File: config.mk
export PLATFORM = sky130hd
export DESIGN_NAME = ap_fetch_top
export DESIGN_NICKNAME = d
export VERILOG_FILES = /design/src/source/ap_isa_pkg.sv /design/src/source/ap_mem_pkg.sv /design/src/source/ap_fetch_top.sv /design/src/source/ins_cache.sv /design/src/source/isa_burst_reader.sv /design/src/source/program_counter.sv
export SDC_FILE = /design/constraint.sdc
export NUM_CORES = 1
export LEC_CHECK = 0
export BUFFER_PORTS_ARGS = -buffer_cell sky130_fd_sc_hd__buf_4
export CAP_MARGIN = 15
export CORE_MARGIN = 3
export CORE_UTILIZATION = 55
export DETAILED_ROUTE_END_ITERATION = 10
export GPL_ROUTABILITY_DRIVEN = 0
export PLACE_DENSITY = 0.79
export SLEW_MARGIN = 20
export SYNTH_ARGS = -nofsm -noshare
export SYNTH_HDL_FRONTEND = slang
export SYNTH_SLANG_ARGS = --single-unit
File: constraint.sdc
create_clock -name clk -period 7.1 [get_ports clk]
set_input_delay 1.065 -clock clk [delete_from_list [all_inputs] [get_ports clk]]
set_output_delay 1.065 -clock clk [all_outputs]
set_load 0.05 [all_outputs]
File: src/source/ap_isa_pkg.sv
package ap_isa_pkg;

    // Operation code of one instruction.
    typedef logic [3:0] opcode_t;

    localparam opcode_t OP_RESET    = 4'd1;
    localparam opcode_t OP_RET      = 4'd2;
    localparam opcode_t OP_LOADRBR  = 4'd4;
    localparam opcode_t OP_LOADCBC  = 4'd5;
    localparam opcode_t OP_STORERBR = 4'd6;
    localparam opcode_t OP_STORECBC = 4'd7;
    localparam opcode_t OP_COPY     = 4'd8;
    localparam opcode_t OP_ADD      = 4'd9;
    localparam opcode_t OP_SUB      = 4'd10;
    localparam opcode_t OP_TSC      = 4'd11;
    localparam opcode_t OP_ABS      = 4'd12;

    // Row address into the CAM array.
    typedef logic [7:0] cam_addr_t;

    // Selector for the second operand.
    typedef logic [1:0] oprand_t;

    // Instruction memory address, also the program counter value and cache tag.
    typedef logic [15:0] mem_addr_t;

    // One instruction word, 30 bits, opcode in the top bits.
    typedef struct packed {
        opcode_t   opcode;
        cam_addr_t cam_addr;
        oprand_t   oprand;
        mem_addr_t mem_addr;
    } ins_word_t;

    // Cache window and program size in instruction words.
    localparam int ISA_DEPTH     = 16;
    localparam int PROGRAM_WORDS = 40;
    localparam int ISA_IDX_W     = $clog2(ISA_DEPTH);

    // Index into the cache window.
    typedef logic [ISA_IDX_W-1:0] isa_idx_t;

    // Fill counter and beat count.
    typedef logic [9:0] load_cnt_t;

endpackage

File: src/source/ap_mem_pkg.sv
package ap_mem_pkg;

    import ap_isa_pkg::*;

    // Byte address on the DDR side.
    typedef logic [27:0] ddr_addr_t;

    // Each instruction sits in one 64-bit DDR word.
    localparam ddr_addr_t DDR_BYTES_PER_WORD = 28'd8;

    // Read latency of the DDR port in cycles.
    localparam int DDR_LATENCY = 2;

    // One refill of the cache window.
    typedef struct packed {
        ddr_addr_t addr;
        load_cnt_t len;
    } fill_req_t;

endpackage

File: src/source/ap_fetch_top.sv
module ap_fetch_top
    import ap_isa_pkg::*;
    import ap_mem_pkg::*;
(
    input  logic      clk,
    input  logic      rst,
    input  logic      ddr_rd_valid,
    input  ins_word_t ddr_rd_data,
    output logic      ddr_rd_en,
    output ddr_addr_t ddr_rd_addr,
    output ins_word_t ins_word,
    output logic      ins_valid,
    output logic      halted,
    output load_cnt_t load_times,
    output logic      isa_read_req
);

    mem_addr_t fetch_addr;
    fill_req_t fill_req;
    logic      beat_valid;
    ins_word_t beat_data;
    load_cnt_t rd_cnt;

    program_counter u_pc (
        .clk        (clk),
        .rst        (rst),
        .ins_valid  (ins_valid),
        .ins_word   (ins_word),
        .fetch_addr (fetch_addr),
        .halted     (halted)
    );

    ins_cache u_cache (
        .clk          (clk),
        .rst          (rst),
        .fetch_addr   (fetch_addr),
        .beat_valid   (beat_valid),
        .beat_data    (beat_data),
        .rd_cnt       (rd_cnt),
        .ins_word     (ins_word),
        .ins_valid    (ins_valid),
        .isa_read_req (isa_read_req),
        .fill_req     (fill_req),
        .load_times   (load_times)
    );

    // Refills go out to DDR through the burst reader.
    isa_burst_reader u_reader (
        .clk          (clk),
        .rst          (rst),
        .isa_read_req (isa_read_req),
        .fill_req     (fill_req),
        .ddr_rd_valid (ddr_rd_valid),
        .ddr_rd_data  (ddr_rd_data),
        .ddr_rd_en    (ddr_rd_en),
        .ddr_rd_addr  (ddr_rd_addr),
        .beat_valid   (beat_valid),
        .beat_data    (beat_data),
        .rd_cnt       (rd_cnt)
    );

endmodule

File: src/source/ins_cache.sv
module ins_cache
    import ap_isa_pkg::*;
    import ap_mem_pkg::*;
(
    input  logic      clk,
    input  logic      rst,
    input  mem_addr_t fetch_addr,
    input  logic      beat_valid,
    input  ins_word_t beat_data,
    input  load_cnt_t rd_cnt,
    output ins_word_t ins_word,
    output logic      ins_valid,
    output logic      isa_read_req,
    output fill_req_t fill_req,
    output load_cnt_t load_times
);

    typedef enum logic [1:0] {
        IDLE,
        SERVE,
        FILL
    } cache_state_t;

    cache_state_t state;

    // Window start address and whether a window has been loaded yet.
    mem_addr_t    tag;
    logic         tag_valid;

    // Set once a RET has gone out. Fetch is over after that.
    logic         ret_done;

    ins_word_t    mem [ISA_DEPTH];

    mem_addr_t    offset;
    mem_addr_t    remain;
    load_cnt_t    fill_len;
    load_cnt_t    wr_cnt;
    isa_idx_t     rd_idx;
    isa_idx_t     wr_idx;
    logic         hit;
    logic         last_beat;
    logic         ret_out;

    // Offset of the requested address inside the current window.
    assign offset = fetch_addr - tag;
    assign hit    = tag_valid && (offset < ISA_DEPTH);
    assign rd_idx = offset[ISA_IDX_W-1:0];

    // Words left in the program from the missing address.
    assign remain   = mem_addr_t'(PROGRAM_WORDS) - fetch_addr;
    assign fill_len = (remain < ISA_DEPTH) ? load_cnt_t'(remain) : load_cnt_t'(ISA_DEPTH);

    // Beats are numbered from one.
    assign wr_cnt = rd_cnt - 1'b1;
    assign wr_idx = wr_cnt[ISA_IDX_W-1:0];

    assign last_beat = beat_valid && (rd_cnt == fill_req.len);
    assign ret_out   = ins_valid && (ins_word.opcode == OP_RET);

    always_ff @(posedge clk or negedge rst)
    begin
        if (!rst)
        begin
            state        <= IDLE;
            tag          <= '0;
            tag_valid    <= 1'b0;
            ret_done     <= 1'b0;
            ins_valid    <= 1'b0;
            isa_read_req <= 1'b0;
            fill_req     <= '0;
            load_times   <= '0;
        end
        else
        begin
            ins_valid <= 1'b0;
            if (ret_out)
            begin
                ret_done <= 1'b1;
            end
            case (state)
                IDLE:
                begin
                    // Hold here for good once the RET has been delivered.
                    if (!ret_done && !ret_out)
                    begin
                        state <= SERVE;
                    end
                end
                SERVE:
                begin
                    if (hit)
                    begin
                        ins_valid <= 1'b1;
                        state     <= IDLE;
                    end
                    else
                    begin
                        // On a miss the new window starts at the missing address.
                        tag           <= fetch_addr;
                        tag_valid     <= 1'b1;
                        fill_req.addr <= ddr_addr_t'(fetch_addr) * DDR_BYTES_PER_WORD;
                        fill_req.len  <= fill_len;
                        isa_read_req  <= 1'b1;
                        state         <= FILL;
                    end
                end
                FILL:
                begin
                    if (last_beat)
                    begin
                        isa_read_req <= 1'b0;
                        load_times   <= load_times + 1'b1;
                        state        <= IDLE;
                    end
                end
                default:
                begin
                    state <= IDLE;
                end
            endcase
        end
    end

    // Instruction read out on a hit.
    always_ff @(posedge clk)
    begin
        if (state == SERVE && hit)
        begin
            ins_word <= mem[rd_idx];
        end
    end

    // Beats from the burst reader land in the window array.
    always_ff @(posedge clk)
    begin
        if (state == FILL && beat_valid)
        begin
            mem[wr_idx] <= beat_data;
        end
    end

    // Nothing is delivered while refill beats are still arriving.
    a_no_valid_in_fill: assert property (
        @(posedge clk) disable iff (!rst)
        beat_valid |-> !$rose(ins_valid)
    ) else $error("ins_valid rose during a fill");

    // Beat numbers from the reader must stay inside the window.
    a_wr_idx_range: assert property (
        @(posedge clk) disable iff (!rst)
        (state == FILL && beat_valid) |-> (rd_cnt != '0 && wr_cnt < ISA_DEPTH)
    ) else $error("fill write index %0d out of range", wr_cnt);

endmodule

File: src/source/isa_burst_reader.sv
module isa_burst_reader
    import ap_isa_pkg::*;
    import ap_mem_pkg::*;
(
    input  logic      clk,
    input  logic      rst,
    input  logic      isa_read_req,
    input  fill_req_t fill_req,
    input  logic      ddr_rd_valid,
    input  ins_word_t ddr_rd_data,
    output logic      ddr_rd_en,
    output ddr_addr_t ddr_rd_addr,
    output logic      beat_valid,
    output ins_word_t beat_data,
    output load_cnt_t rd_cnt
);

    // Number of reads already sent to DDR for this request.
    load_cnt_t iss_cnt;
    logic      issue;

    assign issue = isa_read_req && (iss_cnt < fill_req.len);

    // Issue side, one single-word read per cycle.
    always_ff @(posedge clk or negedge rst)
    begin
        if (!rst)
        begin
            iss_cnt   <= '0;
            ddr_rd_en <= 1'b0;
        end
        else if (!isa_read_req)
        begin
            iss_cnt   <= '0;
            ddr_rd_en <= 1'b0;
        end
        else
        begin
            ddr_rd_en <= issue;
            if (issue)
            begin
                iss_cnt <= iss_cnt + 1'b1;
            end
        end
    end

    always_ff @(posedge clk)
    begin
        if (issue)
        begin
            ddr_rd_addr <= fill_req.addr + ddr_addr_t'(iss_cnt) * DDR_BYTES_PER_WORD;
        end
    end

    // Return side, rd_cnt counts the beats back in arrival order.
    always_ff @(posedge clk or negedge rst)
    begin
        if (!rst)
        begin
            rd_cnt     <= '0;
            beat_valid <= 1'b0;
        end
        else if (!isa_read_req)
        begin
            rd_cnt     <= '0;
            beat_valid <= 1'b0;
        end
        else
        begin
            beat_valid <= ddr_rd_valid;
            if (ddr_rd_valid)
            begin
                rd_cnt <= rd_cnt + 1'b1;
            end
        end
    end

    always_ff @(posedge clk)
    begin
        if (ddr_rd_valid)
        begin
            beat_data <= ddr_rd_data;
        end
    end

    a_rd_cnt_le_len: assert property (
        @(posedge clk) disable iff (!rst)
        isa_read_req |-> (rd_cnt <= fill_req.len)
    ) else $error("rd_cnt %0d beyond request length %0d", rd_cnt, fill_req.len);

    a_no_read_when_idle: assert property (
        @(posedge clk) disable iff (!rst)
        !isa_read_req |-> !ddr_rd_en
    ) else $error("DDR read issued without a fill request");

    // The DDR side answers each read after a fixed latency.
    a_beat_latency: assert property (
        @(posedge clk) disable iff (!rst)
        ddr_rd_en |-> ##DDR_LATENCY ddr_rd_valid
    ) else $error("DDR beat missing %0d cycles after read", DDR_LATENCY);

endmodule

File: src/source/program_counter.sv
module program_counter
    import ap_isa_pkg::*;
(
    input  logic      clk,
    input  logic      rst,
    input  logic      ins_valid,
    input  ins_word_t ins_word,
    output mem_addr_t fetch_addr,
    output logic      halted
);

    logic is_ret;

    assign is_ret = (ins_word.opcode == OP_RET);

    // Step to the next word on every delivered instruction until RET.
    always_ff @(posedge clk or negedge rst)
    begin
        if (!rst)
        begin
            fetch_addr <= '0;
            halted     <= 1'b0;
        end
        else if (ins_valid && !halted)
        begin
            if (is_ret)
            begin
                halted <= 1'b1;
            end
            else
            begin
                fetch_addr <= fetch_addr + 1'b1;
            end
        end
    end

    // The program ends in RET, so fetch never runs past it.
    a_addr_in_program: assert property (
        @(posedge clk) disable iff (!rst)
        fetch_addr < PROGRAM_WORDS
    ) else $error("fetch_addr %0d past end of program", fetch_addr);

    // Once halted the cache must not deliver anything more.
    a_quiet_after_halt: assert property (
        @(posedge clk) disable iff (!rst)
        halted |-> !ins_valid
    ) else $error("instruction delivered after halt");

endmodule
# After elaboration in Yosys (flattened, before gate mapping)
# Memory sizes are Yosys's and may differ from the RTL's. A register that Yosys moved wholly into a read port is not among the register bits.
# Cells that the tools add are included.
totals:
  wordCells: 79
  output_inout_bits: 72
  n_memories: 1
  regBits: 139
  ramBits: 480
op_classes:
  bitwise: 2
  n_lt_le_gt_ge: 3
  n_addsub: 8
  eq_ne: 9
  muxes: 18
  reduce_logical: 19
memory_table:
  columns: ["memory", "words", "width", "rd", "rd_clocked_by_memory_dff", "write_ports", "line", "text"]
  rows:
  - ["u_cache.mem", 16, 30, 1, 1, 1, "ins_cache.sv:33", "ins_word_t mem [ISA_DEPTH];"]
ops:
  columns: ["op", "count"]
  rows:
  - ["2-to-1 mux 10 bit", 5]
  - ["less-than comparator 16 x 5 -> 1 bit, second input constant", 2]
  - ["adder 10 x 1 -> 10 bit, second input constant", 3]
  - ["adder 19 x 13 -> 20 bit", 1]
  - ["adder 16 x 1 -> 16 bit, second input constant", 1]
  - ["subtractor 16 bit", 1]
  - ["subtractor 6 x 16 -> 16 bit, first input constant", 1]
  - ["equality test 10 bit", 1]
  - ["less-than comparator 10 bit", 1]
  - ["AND reduction 2 bit", 5]
  - ["logical AND 1 bit", 8]
  - ["2-to-1 mux 1 bit", 8]
  - ["2-to-1 mux 2 bit", 3]
  - ["!= test 2 x 1 -> 1 bit, second input constant", 3]
  - ["case mux 2 bit (3 select lines)", 1]
  - ["equality test 4 x 2 -> 1 bit, second input constant", 1]
  - ["!= test 2 bit, second input constant", 2]
  - ["subtractor 4 x 1 -> 4 bit, second input constant", 1]
  - ["zero test 1 bit", 3]
  - ["AND reduction 3 bit", 1]
  - ["equality test 2 x 1 -> 1 bit, second input constant", 1]
  - ["equality test 2 bit, second input constant", 1]
  - ["zero test 2 bit", 1]
  - ["inverter 1 bit", 2]
  - ["2 further kinds", 2]

# Longest topological paths before layout
# Gate-level depths: netlist of run 1.
logic_depth:
  depth_word: 6
  mapped_depth: 13
  depth_no_buf: 12

# Modules after synthesis
# Synthesis of run 1 repeated with hierarchy kept, for this count alone.
hier_totals:
  cells_unflattened: 1405
  hier_area_um2: 26663.1
by_module_without_submodules:
  columns: ["module", "n_inst", "area_each_um2", "cells_per_inst"]
  rows:
  - ["ins_cache", 1, 22108.7, 1053]
  - ["isa_burst_reader", 1, 3791.1, 291]
  - ["program_counter", 1, 763.2, 61]

# Least setup slack after synthesis of run 1
# OpenSTA, ideal clock, no wires.
synth_path:
  kind: "register to register"
  start: "register u_pc.fetch_addr[12]"
  end: "register u_cache.ins_word[0] (netlist name)"
  stages_incl_launch_ff: 11
  setup_slack_ns: 1.388
  arrival_time_ns: 5.216
  path_buffers: 1
  setup_ns: 0.495
  t_required_ns: 6.605
  path_cell_list: "dfrtp_1 > ha_1 > clkbuf_1 > a21oi_1 > nor3_1 > a2111oi_0 > nand4b_1 > nand4b_1 > nor4_1 > nand2_1 > nor4_1"
synth_between:
  elab_chain_len: 4
synth_lines:
  columns: ["item", "line", "text"]
  rows:
  - ["start, declared", "program_counter.sv:8", "output mem_addr_t fetch_addr,"]
  - ["start signal, assigned", "program_counter.sv:32", "fetch_addr <= fetch_addr + 1'b1;"]
  - ["subtractor 16 bit", "ins_cache.sv:46", "assign offset = fetch_addr - tag;"]
  - ["less-than comparator 16 x 5 -> 1 bit", "ins_cache.sv:47", "assign hit = tag_valid && (offset < ISA_DEPTH);"]
  - ["logical AND 1 bit", "ins_cache.sv:47", null]
  - ["logical AND 1 bit", "ins_cache.sv:128", "if (state == SERVE && hit)"]
# Every way passes these cells.
# A chain may end at the register's enable or synchronous reset.

# Final worst setup path of run 1
layout_path:
  start: "register u_pc.fetch_addr[0]"
  end: "register u_cache.fill_req[4] (netlist name)"
layout_between:
  elab_chain_len: 5
  word_cells_on_any_way: 8
  cone_classes: "add/sub (2); order compare (2); mux (1); bitwise (1); reduce/logical (2)"
layout_lines:
  columns: ["item", "line"]
  rows:
  - ["subtractor 16 bit", "ins_cache.sv:46"]
  - ["less-than comparator 16 x 5 -> 1 bit", "ins_cache.sv:47"]
  - ["logical AND 1 bit", "ins_cache.sv:47"]
  - ["inverter 1 bit (no source line)", null]
  - ["AND reduction 2 bit (no source line)", null]
# Parallel ways exist; a longest one is shown, timed or not.

==> results.toml, run 1 <==
[power]
ir_worst_vdd_v = 0.000368
p_leak_nw = 10.2
power_density_mw_per_mm2 = 440

[logic_synthesis]
synth_top_area_share_pct = 64.5
synth_ff_type = "edfxtp_1"
syn_area_per_cell_um2 = 19.1
synth_cell_types = 61
ys_seq_elements = 638
ys_top_cells_by_area = "edfxtp_1 64%, mux4_2 13%, dfrtp_1 7.8%"
synth.cell_area_mm2 = 0.0259
synth.yosys.seq_area_share_pct = 72.3
synth-edff-count = 557
yosys.area.top_type = "edfxtp_1"
syn_inst = 1360
ys_warn_count = 0
yosysMostFrequentCell = "edfxtp_1"
yosys-top-cells-count = "557 x edfxtp_1, 150 x mux4_2, 81 x dfrtp_1"
synth-async-reset-ratio_pct = 12.7

[timing]
totalNegativeSetupSlack_ns = 0
setup_viol = 0
worstMarginPinSlew_ns = 0.999
skew_ns = 0.0332
rsz0062_at_grt = "no"
fmax_ghz = 0.244
finalHoldViolations = 0
slew-limit-headroom_pct = 33.1
drv_slew = 0
layout_min_cycle_time_ns = 4.10
fin_crit_sh_pct = 57.7

[floorplanning]
core_mm2 = 0.0460
die_area_mm2 = 0.0498
die_y_um = 223
die_w_um = 223
row_count = 78
start_util_pct = 56.4
io_pins = 105

[worst_hold_path]
hp-class = "primary input to async pin"

[drt]
wl_per_cell_um = 26.3
drc = 0
routed_wl_um = 56100
vias = 13268
dr.pass1.iters = 5
drt_iter0_drc = 1209
ant_nets = 0
via_per_inst = 6.21

[clock_network]
clock_latency_ns = 0.64
clk_path_buf_depth = 3
cts_tree = "done"
clock-root-buffer = "clkbuf_16"
cts_hold_buf = 0
h-tree-depth = 2
cts_resized = 0
post-cts-setup-buffers = 0
path_clk_slew_ns = 0.06
cts_num_sinks = 638
cts_buffers = 61

[grt]
grt_pass1_vias = 13829
grt_use_total_pct = 22.9
antenna_found_initial = 0
grt.overflow.total = 0
grt_pass1_wl_um = 85000
grt_max_degree = 82

[worst_setup_path]
path_cells = "inv_1, ha_4, fa_4, nand2b_1, a21oi_2, a2bb2oi_1, a31o_2, nor4b_1, nor2_1, o2111a_1, a31oi_4, buf_16, mux2_2"
timing.rr.end = "u_cache.fill_req[4]$_DFFE_PN0P_"
crit_path_start_kind = "flop"
path_max_fanout = 20
slowest_stage = "a31oi_4"
r2r_slack_ns = 3.00
path_class = "flop to flop"
critical_path.startpoint = "u_pc.fetch_addr[0]$_DFFE_PN0P_"
critPathMaxStageDelay_ns = 0.48
required_ns = 7.60
r2r_start = "u_pc.fetch_addr[0]$_DFFE_PN0P_"
r2r_cells = 13
critPathArrivalTime_ns = 4.60
crit_path_end_kind = "flop"

[final_layout]
layout.cells.non_filler = 2138
layout-drive-gt1-share_pct = 26.4
syn_to_final_growth_pct = 13.8
num-nets-final = 1566
antenna_cells = 0

[outcome]
status = "complete, no violations"

[run]
maxCapViolCount = 0

[place]
dp_hpwl_um = 29100
io_buffers = 93
dp.cells = 2024
-- metal layers --
metal / global-route usage, % / wire length, um
met1: 29.5 / 20900
met3: 3.84 / 3620
met4: 9.99 / 2340
met5: 0 / 0
met2: 38.8 / 29200
-- layout make-up --
type	instances	area, um^2
repair buffers	118	910
clock buffers	68	1580
clock inverters	45	419
inverters	44	165
well taps	600	751
multi-input cells	625	6930
flip-flops and latches	638	18800
fillers	2951	16500
-- how the worst max path moves through the flow --
| stage | end | slack [ns] | cells past startpoint |
|---|---|---|---|
| global route | u_cache.fill_req[3]$_DFFE_PN0P_ | 2.77 | 13 |
| finish | u_cache.fill_req[4]$_DFFE_PN0P_ | 3.00 | 13 |
| floorplan | u_cache.ins_word[0]$_DFFE_PP_ | 1.39 | 10 |
| global placement | u_cache.tag[2]$_DFFE_PN0P_ | 2.87 | 12 |
| detailed placement | u_cache.tag[2]$_DFFE_PN0P_ | 2.77 | 12 |
| CTS | u_cache.fill_req[0]$_DFFE_PN0P_ | 2.73 | 12 |
-- registers in the layout (all words and copies together), names as in the netlist --
name / count
u_cache.ins_word: 30
u_reader.rd_cnt: 10
u_cache.tag: 16
u_cache.isa_read_req: 1
u_reader.ddr_rd_addr: 17
u_cache.ins_valid: 1
u_pc.halted: 1
u_cache.ret_done: 1
u_reader.iss_cnt: 10
u_cache.load_times: 10
u_cache.tag_valid: 1
u_cache.fill_req: 10
u_pc.fetch_addr: 16
u_cache.state: 2
u_reader.beat_data: 30
u_reader.ddr_rd_en: 1
u_cache.mem: 480
u_reader.beat_valid: 1
-- cells by family after synthesis --
family	after synthesis	share of synthesized area [%]
flip-flops	638	72.3
AND/OR/NAND/NOR	225	4.56
multiplexers	174	14.2
buffers and inverters	107	1.77
AO/OA/AOI/OAI	103	2.67
XOR/XNOR	67	2.26
adder cells (fa/ha/maj)	45	2.23
other	1	0.0145
-- worst max-delay path, delay by kind of cell (launching register included) --
kind	cells	cell delay [ns]
AO/OA/AOI/OAI	5	1.47
adder cells (fa/ha/maj)	2	0.65
buffers and inverters	2	0.40
multiplexers	1	0.35
AND/OR/NAND/NOR	3	0.70
flip-flops	1	0.39
-- through the flow --
step	setup slack [ns]	total power, mW	hold slack [ns]	util, %	instance area [um^2]
finish	3.00	13.0	0.462	64.2	29500
global route	2.77	13.5	0.488	64.2	29500
detailed placement	2.77	9.70	0.468	59.8	27500
floorplan	1.39	8.55	0.432	-	26000
global placement	2.87	9.63	0.460	59.8	27500
CTS	2.73	13.1	0.479	64.1	29500
-- report_power, final --
group | switching (mW) | total [mW] | internal (mW)
sequential | 0.209 | 4.74 | 4.53
combinational | 2.51 | 4.98 | 2.47
clock | 1.39 | 3.25 | 1.86
-- cells in the final DEF (no fill, tap or decap), types with 17 or more instances in the layout --
master     instances
clkbuf_16         62
nand4_1           17
dfrtp_1           81
clkinv_1          19
edfxtp_1         557
buf_4            116
a21oi_1           20
nand3_1           25
ha_1              42
nand2_1           42
o21ai_0           28
nor2_1            33
inv_1             44
mux4_2           150
xnor2_1           50
Power figures use the tool's default switching activity.
==> run 2, diff against run 1 <==
==> constraint.sdc (replaced) <==
create_clock -name clk -period 3.8 [get_ports clk]
set_input_delay 0.57 -clock clk [delete_from_list [all_inputs] [get_ports clk]]
set_output_delay 0.57 -clock clk [all_outputs]
set_load 0.05 [all_outputs]
==> results.toml, run 2 (synthesis results as in run 1) <==
[outcome]
status = "finished with violations"
violations = "negative hold slack"

[floorplanning]
die_y_um = 223
core_mm2 = 0.0460
start_util_pct = 56.4
die_w_um = 223
io_pins = 105
die_area_mm2 = 0.0498
row_count = 78

[timing]
worstMarginPinSlew_ns = 1.07
totalNegativeSetupSlack_ns = 0
setup_viol = 0
drv_slew = 0
layout_min_cycle_time_ns = 3.60
setup_slack_ns = 0.198
slew-limit-headroom_pct = 26.6
whs_ns = -0.0190
skew_ns = 0.0478
fmax_ghz = 0.278
rsz0062_at_grt = "no"
finalHoldViolations = 7
fin_crit_sh_pct = 94.8

[final_layout]
largestRegisters = "u_cache.mem (480), u_cache.ins_word (30), u_reader.beat_data (30)"
layout-drive-gt1-share_pct = 27.4
mostFrequentLayoutCells = "557 x edfxtp_1, 150 x mux4_2, 120 x buf_4"
largest_register = "u_cache.mem"
largest_reg_flops = 480
post-route-util_pct = 64.7
syn_to_final_growth_pct = 14.6
final_common_cell = "edfxtp_1"
fillers = 2955
num-nets-final = 1575
antenna_cells = 0

[drt]
routed_wl_um = 56400
via_per_inst = 6.20
vias = 13302
drc = 0
wl_met2_um = 29500
wl_met3_um = 3940
highest_layer = "met4"
wl_per_cell_um = 26.3
ant_nets = 0
dr.pass1.iters = 5
wl_met1_um = 21400
drt_iter0_drc = 1251

[clock_network]
cts_tree = "done"
cts_num_sinks = 638
clock-root-buffer = "clkbuf_16"
path_clk_slew_ns = 0.06
clk_path_buf_depth = 3
cts_buffers = 60
clock_latency_ns = 0.65
h-tree-depth = 2
post-cts-setup-buffers = 0

[worst_setup_path]
required_ns = 4.30
crit_path_end_kind = "flop"
crit_path_start_kind = "flop"
critPathMaxStageDelay_ns = 0.49
path_class = "flop to flop"
critPathArrivalTime_ns = 4.10
slowest_stage = "or4b_1"
path_cells = "inv_1, ha_4, fa_4, nand2b_1, a21oi_2, or4b_2, nand2_1, or4b_1, nor4_1, nor3b_2, a31oi_4, buf_12, mux2_4"
path_max_fanout = 28

[grt]
grt_max_degree = 82
grt_pass1_wl_um = 85300
antenna_found_initial = 0
grt_use_total_pct = 22.9
grt_pass1_vias = 13657
grt.overflow.total = 0

[power]
p_leak_nw = 10.3
power_density_mw_per_mm2 = 827
finalPower_mw = 24.6
ir_worst_vdd_v = 0.000798

[run]
maxCapViolCount = 0

[place]
io_buffers = 93
place_ws_ns = 0.240
dp_hpwl_um = 29300

[worst_hold_path]
hp-class = "primary input to async pin"
run 2: changes by cell type in the layout (fill, tap and decap cells not counted), sizes merged:
cell / before / now
buf: 118 / 128
clkinv: 35 / 25
clkinvlp: 2 / 7
bufinv: 7 / 9
inv: 45 / 46
run 2: routing by layer:
metal	vias up	track usage, %
met5	-	0
met4	0	8.00
met3	124	4.22
met2	584	38.8
met1	6909	30.2
li1	5685	-
run 2: timing repair:
| action | 4_1_cts | 5_1_grt |
|---|---|---|
| resized for setup | 0 | 2 |
| hold buffers | 0 | 0 |
| endpoints found under the setup margin | 0 | 38 |
run 2: path summary, 6_finish.rpt:
| path | to | from | cells past startpoint | slack [ns] |
|---|---|---|---|---|
| setup / recovery | u_cache.tag[9]$_DFFE_PN0P_ | u_pc.fetch_addr[0]$_DFFE_PN0P_ | 13 | 0.20 |
| hold / removal | u_reader.ddr_rd_en$_DFF_PN0_ | rst | 1 | -0.02 |
| setup reg to reg | u_cache.tag[9]$_DFFE_PN0P_ | u_pc.fetch_addr[0]$_DFFE_PN0P_ | 13 | 0.20 |
| hold reg to reg | u_cache.load_times[9]$_DFFE_PN0P_ | u_cache.load_times[9]$_DFFE_PN0P_ | 1 | 0.48 |
| max in group asynchronous | u_reader.iss_cnt[9]$_DFFE_PN0P_ | rst | 1 | 3.29 |
| min in group clk | u_reader.beat_data[17]$_DFFE_PP_ | ddr_rd_data[17] | 1 | 0.08 |
run 2: area by class of cell:
class | count | area (um^2) | area share [%]
clock buffer | 68 | 1540 | 5.19
clock inverter | 43 | 510 | 1.72
inverter | 44 | 165 | 0.556
multi-input combinational | 625 | 6950 | 23.4
sequential | 638 | 18800 | 63.1
tap | 600 | 751 | 2.53
timing repair buffer | 128 | 1050 | 3.54
run 2: power breakdown:
group,total [mW],switching (mW),internal (mW),leakage [nW]
combinational,9.52,4.72,4.80,3.18
clock,6.20,2.65,3.55,0.986
sequential,8.86,0.389,8.47,6.14
run 2: worst max-delay path, delay by kind of cell, from the launching register on:
family / cells / cell delay [ns]
flops: 1 / 0.38
buf+inv: 2 / 0.32
mux: 1 / 0.32
simple gates: 6 / 1.44
compound gates: 2 / 0.34
fa+ha+maj: 2 / 0.65
run 2: through the flow:
stage               cells  hold WS, ns  cell area (um^2)
floorplan            1370        0.274             26000
global placement     2035        0.450             27700
detailed placement   2035        0.478             27700
CTS                  2146       0.0497             29700
global route         2146       0.0409             29700
finish               2146      -0.0190             29700
==> run 3, diff against run 2 <==
--- a/config.mk
+++ b/config.mk
@@ -7,11 +7,13 @@
 export LEC_CHECK = 0
 export BUFFER_PORTS_ARGS = -buffer_cell sky130_fd_sc_hd__buf_4
 export CAP_MARGIN = 15
+export CELL_PAD_IN_SITES_DETAIL_PLACEMENT = 0
+export CELL_PAD_IN_SITES_GLOBAL_PLACEMENT = 2
 export CORE_MARGIN = 3
-export CORE_UTILIZATION = 55
+export CORE_UTILIZATION = 48
 export DETAILED_ROUTE_END_ITERATION = 10
 export GPL_ROUTABILITY_DRIVEN = 0
-export PLACE_DENSITY = 0.79
+export PLACE_DENSITY = 0.86
 export SLEW_MARGIN = 20
 export SYNTH_ARGS = -nofsm -noshare
 export SYNTH_HDL_FRONTEND = slang
==> results.toml, run 3 (synthesis results as in run 1) <==
[grt]
grt.overflow.total = 0
grt_use_total_pct = 19.7
grt_pass1_vias = 13490
grt_pass1_wl_um = 83700
antenna_found_initial = 0
grt_max_degree = 60

[timing]
finalHoldViolations = 0
setup_slack_ns = 0.216
skew_ns = 0.0334
rsz0062_at_grt = "no"
slew-limit-headroom_pct = 22.1
totalNegativeSetupSlack_ns = 0
setup_viol = 0
fin_crit_sh_pct = 94.3
worstMarginPinSlew_ns = 1.14
layout_min_cycle_time_ns = 3.58
drv_slew = 0
whs_ns = 0.0155
fmax_ghz = 0.279

[outcome]
status = "complete, no violations"

[worst_setup_path]
path_class = "flop to flop"
crit_path_start_kind = "flop"
timing.rr.end = "u_cache.tag[5]$_DFFE_PN0P_"
r2r_cells = 13
r2r_slack_ns = 0.22
path_max_fanout = 28
r2r_start = "u_pc.fetch_addr[0]$_DFFE_PN0P_"
critPathArrivalTime_ns = 4.08
crit_path_end_kind = "flop"
required_ns = 4.30

[drt]
drt_iter0_drc = 1056
vias = 13125
wl_per_cell_um = 24.5
drc = 0
routed_wl_um = 54800
ant_nets = 0
via_per_inst = 5.86
dr.pass1.iters = 5

[place]
place_ws_ns = 0.134
dp_hpwl_um = 30000
io_buffers = 93
dp.cells = 2123

[final_layout]
fillers = 3940
largestRegisters = "u_cache.mem (480), u_cache.ins_word (30), u_reader.beat_data (30)"
register_area_mm2 = 0.0188
largest_reg_flops = 480
multi_input_area_mm2 = 0.00696
antenna_cells = 0
layout-drive-gt1-share_pct = 27.1
largest_register = "u_cache.mem"
final_common_cell = "edfxtp_1"
syn_to_final_growth_pct = 15.3
num-nets-final = 1576
mostFrequentLayoutCells = "557 x edfxtp_1, 150 x mux4_2, 114 x buf_4"
layout.cells.non_filler = 2238

[worst_hold_path]
hp-class = "primary input to async pin"

[floorplanning]
io_pins = 105
die_area_mm2 = 0.0569
die_w_um = 238
start_util_pct = 49.0
core_mm2 = 0.0530
row_count = 84
die_y_um = 238

[power]
power_frac_seq_pct = 36.3
internal-power_mw = 16.8
clkPwrFrac_pct = 25.1
p_leak_nw = 10.3
p_sw_share_pct = 31.1
ir_worst_vdd_v = 0.000679
finalPower_mw = 24.4
p_comb_share_pct = 38.6
p_switching_mw = 7.59
power_density_mw_per_mm2 = 815

[clock_network]
clk_path_buf_depth = 3
path_clk_slew_ns = 0.07
clock_latency_ns = 0.64
cts_buffers = 61
cts_num_sinks = 638
h-tree-depth = 2
clock-root-buffer = "clkbuf_16"
post-cts-setup-buffers = 0
cts_tree = "done"
cts_hold_buf = 0

[run]
maxCapViolCount = 0
## run 3: area by class of cell
type,count,area share [%]
Tap cell,688,2.88
Timing Repair Buffer,128,3.80
Sequential cell,638,62.7
Multi-Input combinational cell,625,23.3
Inverter,44,0.552
Clock buffer,71,5.30
Clock inverter,44,1.51
## run 3: critical path, cell delays in order (launching register included)
cell and delay, ns:
dfrtp_1 0.39, inv_1 0.15, ha_4 0.20, fa_4 0.44, nand2b_1 0.21, a21oi_4 0.21
or4b_2 0.18, nand2_1 0.06, or4b_1 0.50, nor4_2 0.24, nor3b_2 0.26, a31oi_4 0.12
buf_12 0.19, mux2_4 0.31
## run 3: routing by layer
layer | share of wire, % | track usage [%] | vias to the layer above
met3 | 5.3 | 2.61 | 92
met1 | 41 | 26.8 | 6909
met2 | 51 | 33.4 | 423
li1 | - | - | 5701
met4 | 2.6 | 6.40 | 0
met5 | 0 | 0 | -
## run 3: repair_timing
item / 4_1_cts / 5_1_grt
endpoints found under the setup margin: 0 / 19
gates resized for setup: 0 / 3
hold endpoints to repair: 0 / 0
## run 3: through the flow
step                util (%)  area, um^2
floorplan                  -       26000
global placement        52.6       27900
detailed placement      52.6       27900
CTS                     56.4       29900
global route            56.5       29900
finish                  56.5       29900
## run 3: power by group through the flow
stage / Combinational [mW] / Clock, mW / Sequential [mW]
finish: 9.41 / 6.12 / 8.84
floorplan: 6.79 / 0 / 9.19
detailed placement: 9.51 / 0 / 8.99
global route: 10.1 / 6.52 / 8.91
global placement: 9.41 / 0 / 8.95
CTS: 9.56 / 6.25 / 8.85
## run 3: worst max path at each step
| stage | from | cells past startpoint | endpoint |
|---|---|---|---|
| 6_report | u_pc.fetch_addr[0]$_DFFE_PN0P_ | 13 | u_cache.tag[5]$_DFFE_PN0P_ |
| 2_1_floorplan | u_pc.fetch_addr[12]$_DFFE_PN0P_ | 10 | u_cache.ins_word[0]$_DFFE_PP_ |
| 4_1_cts | u_pc.fetch_addr[0]$_DFFE_PN0P_ | 13 | u_cache.fill_req[4]$_DFFE_PN0P_ |
| 5_1_grt | u_pc.fetch_addr[0]$_DFFE_PN0P_ | 13 | u_cache.tag[5]$_DFFE_PN0P_ |
| 3_3_place_gp | u_pc.fetch_addr[0]$_DFFE_PN0P_ | 13 | u_cache.tag[0]$_DFFE_PN0P_ |
| 3_5_place_dp | u_pc.fetch_addr[0]$_DFFE_PN0P_ | 13 | u_cache.fill_req[3]$_DFFE_PN0P_ |
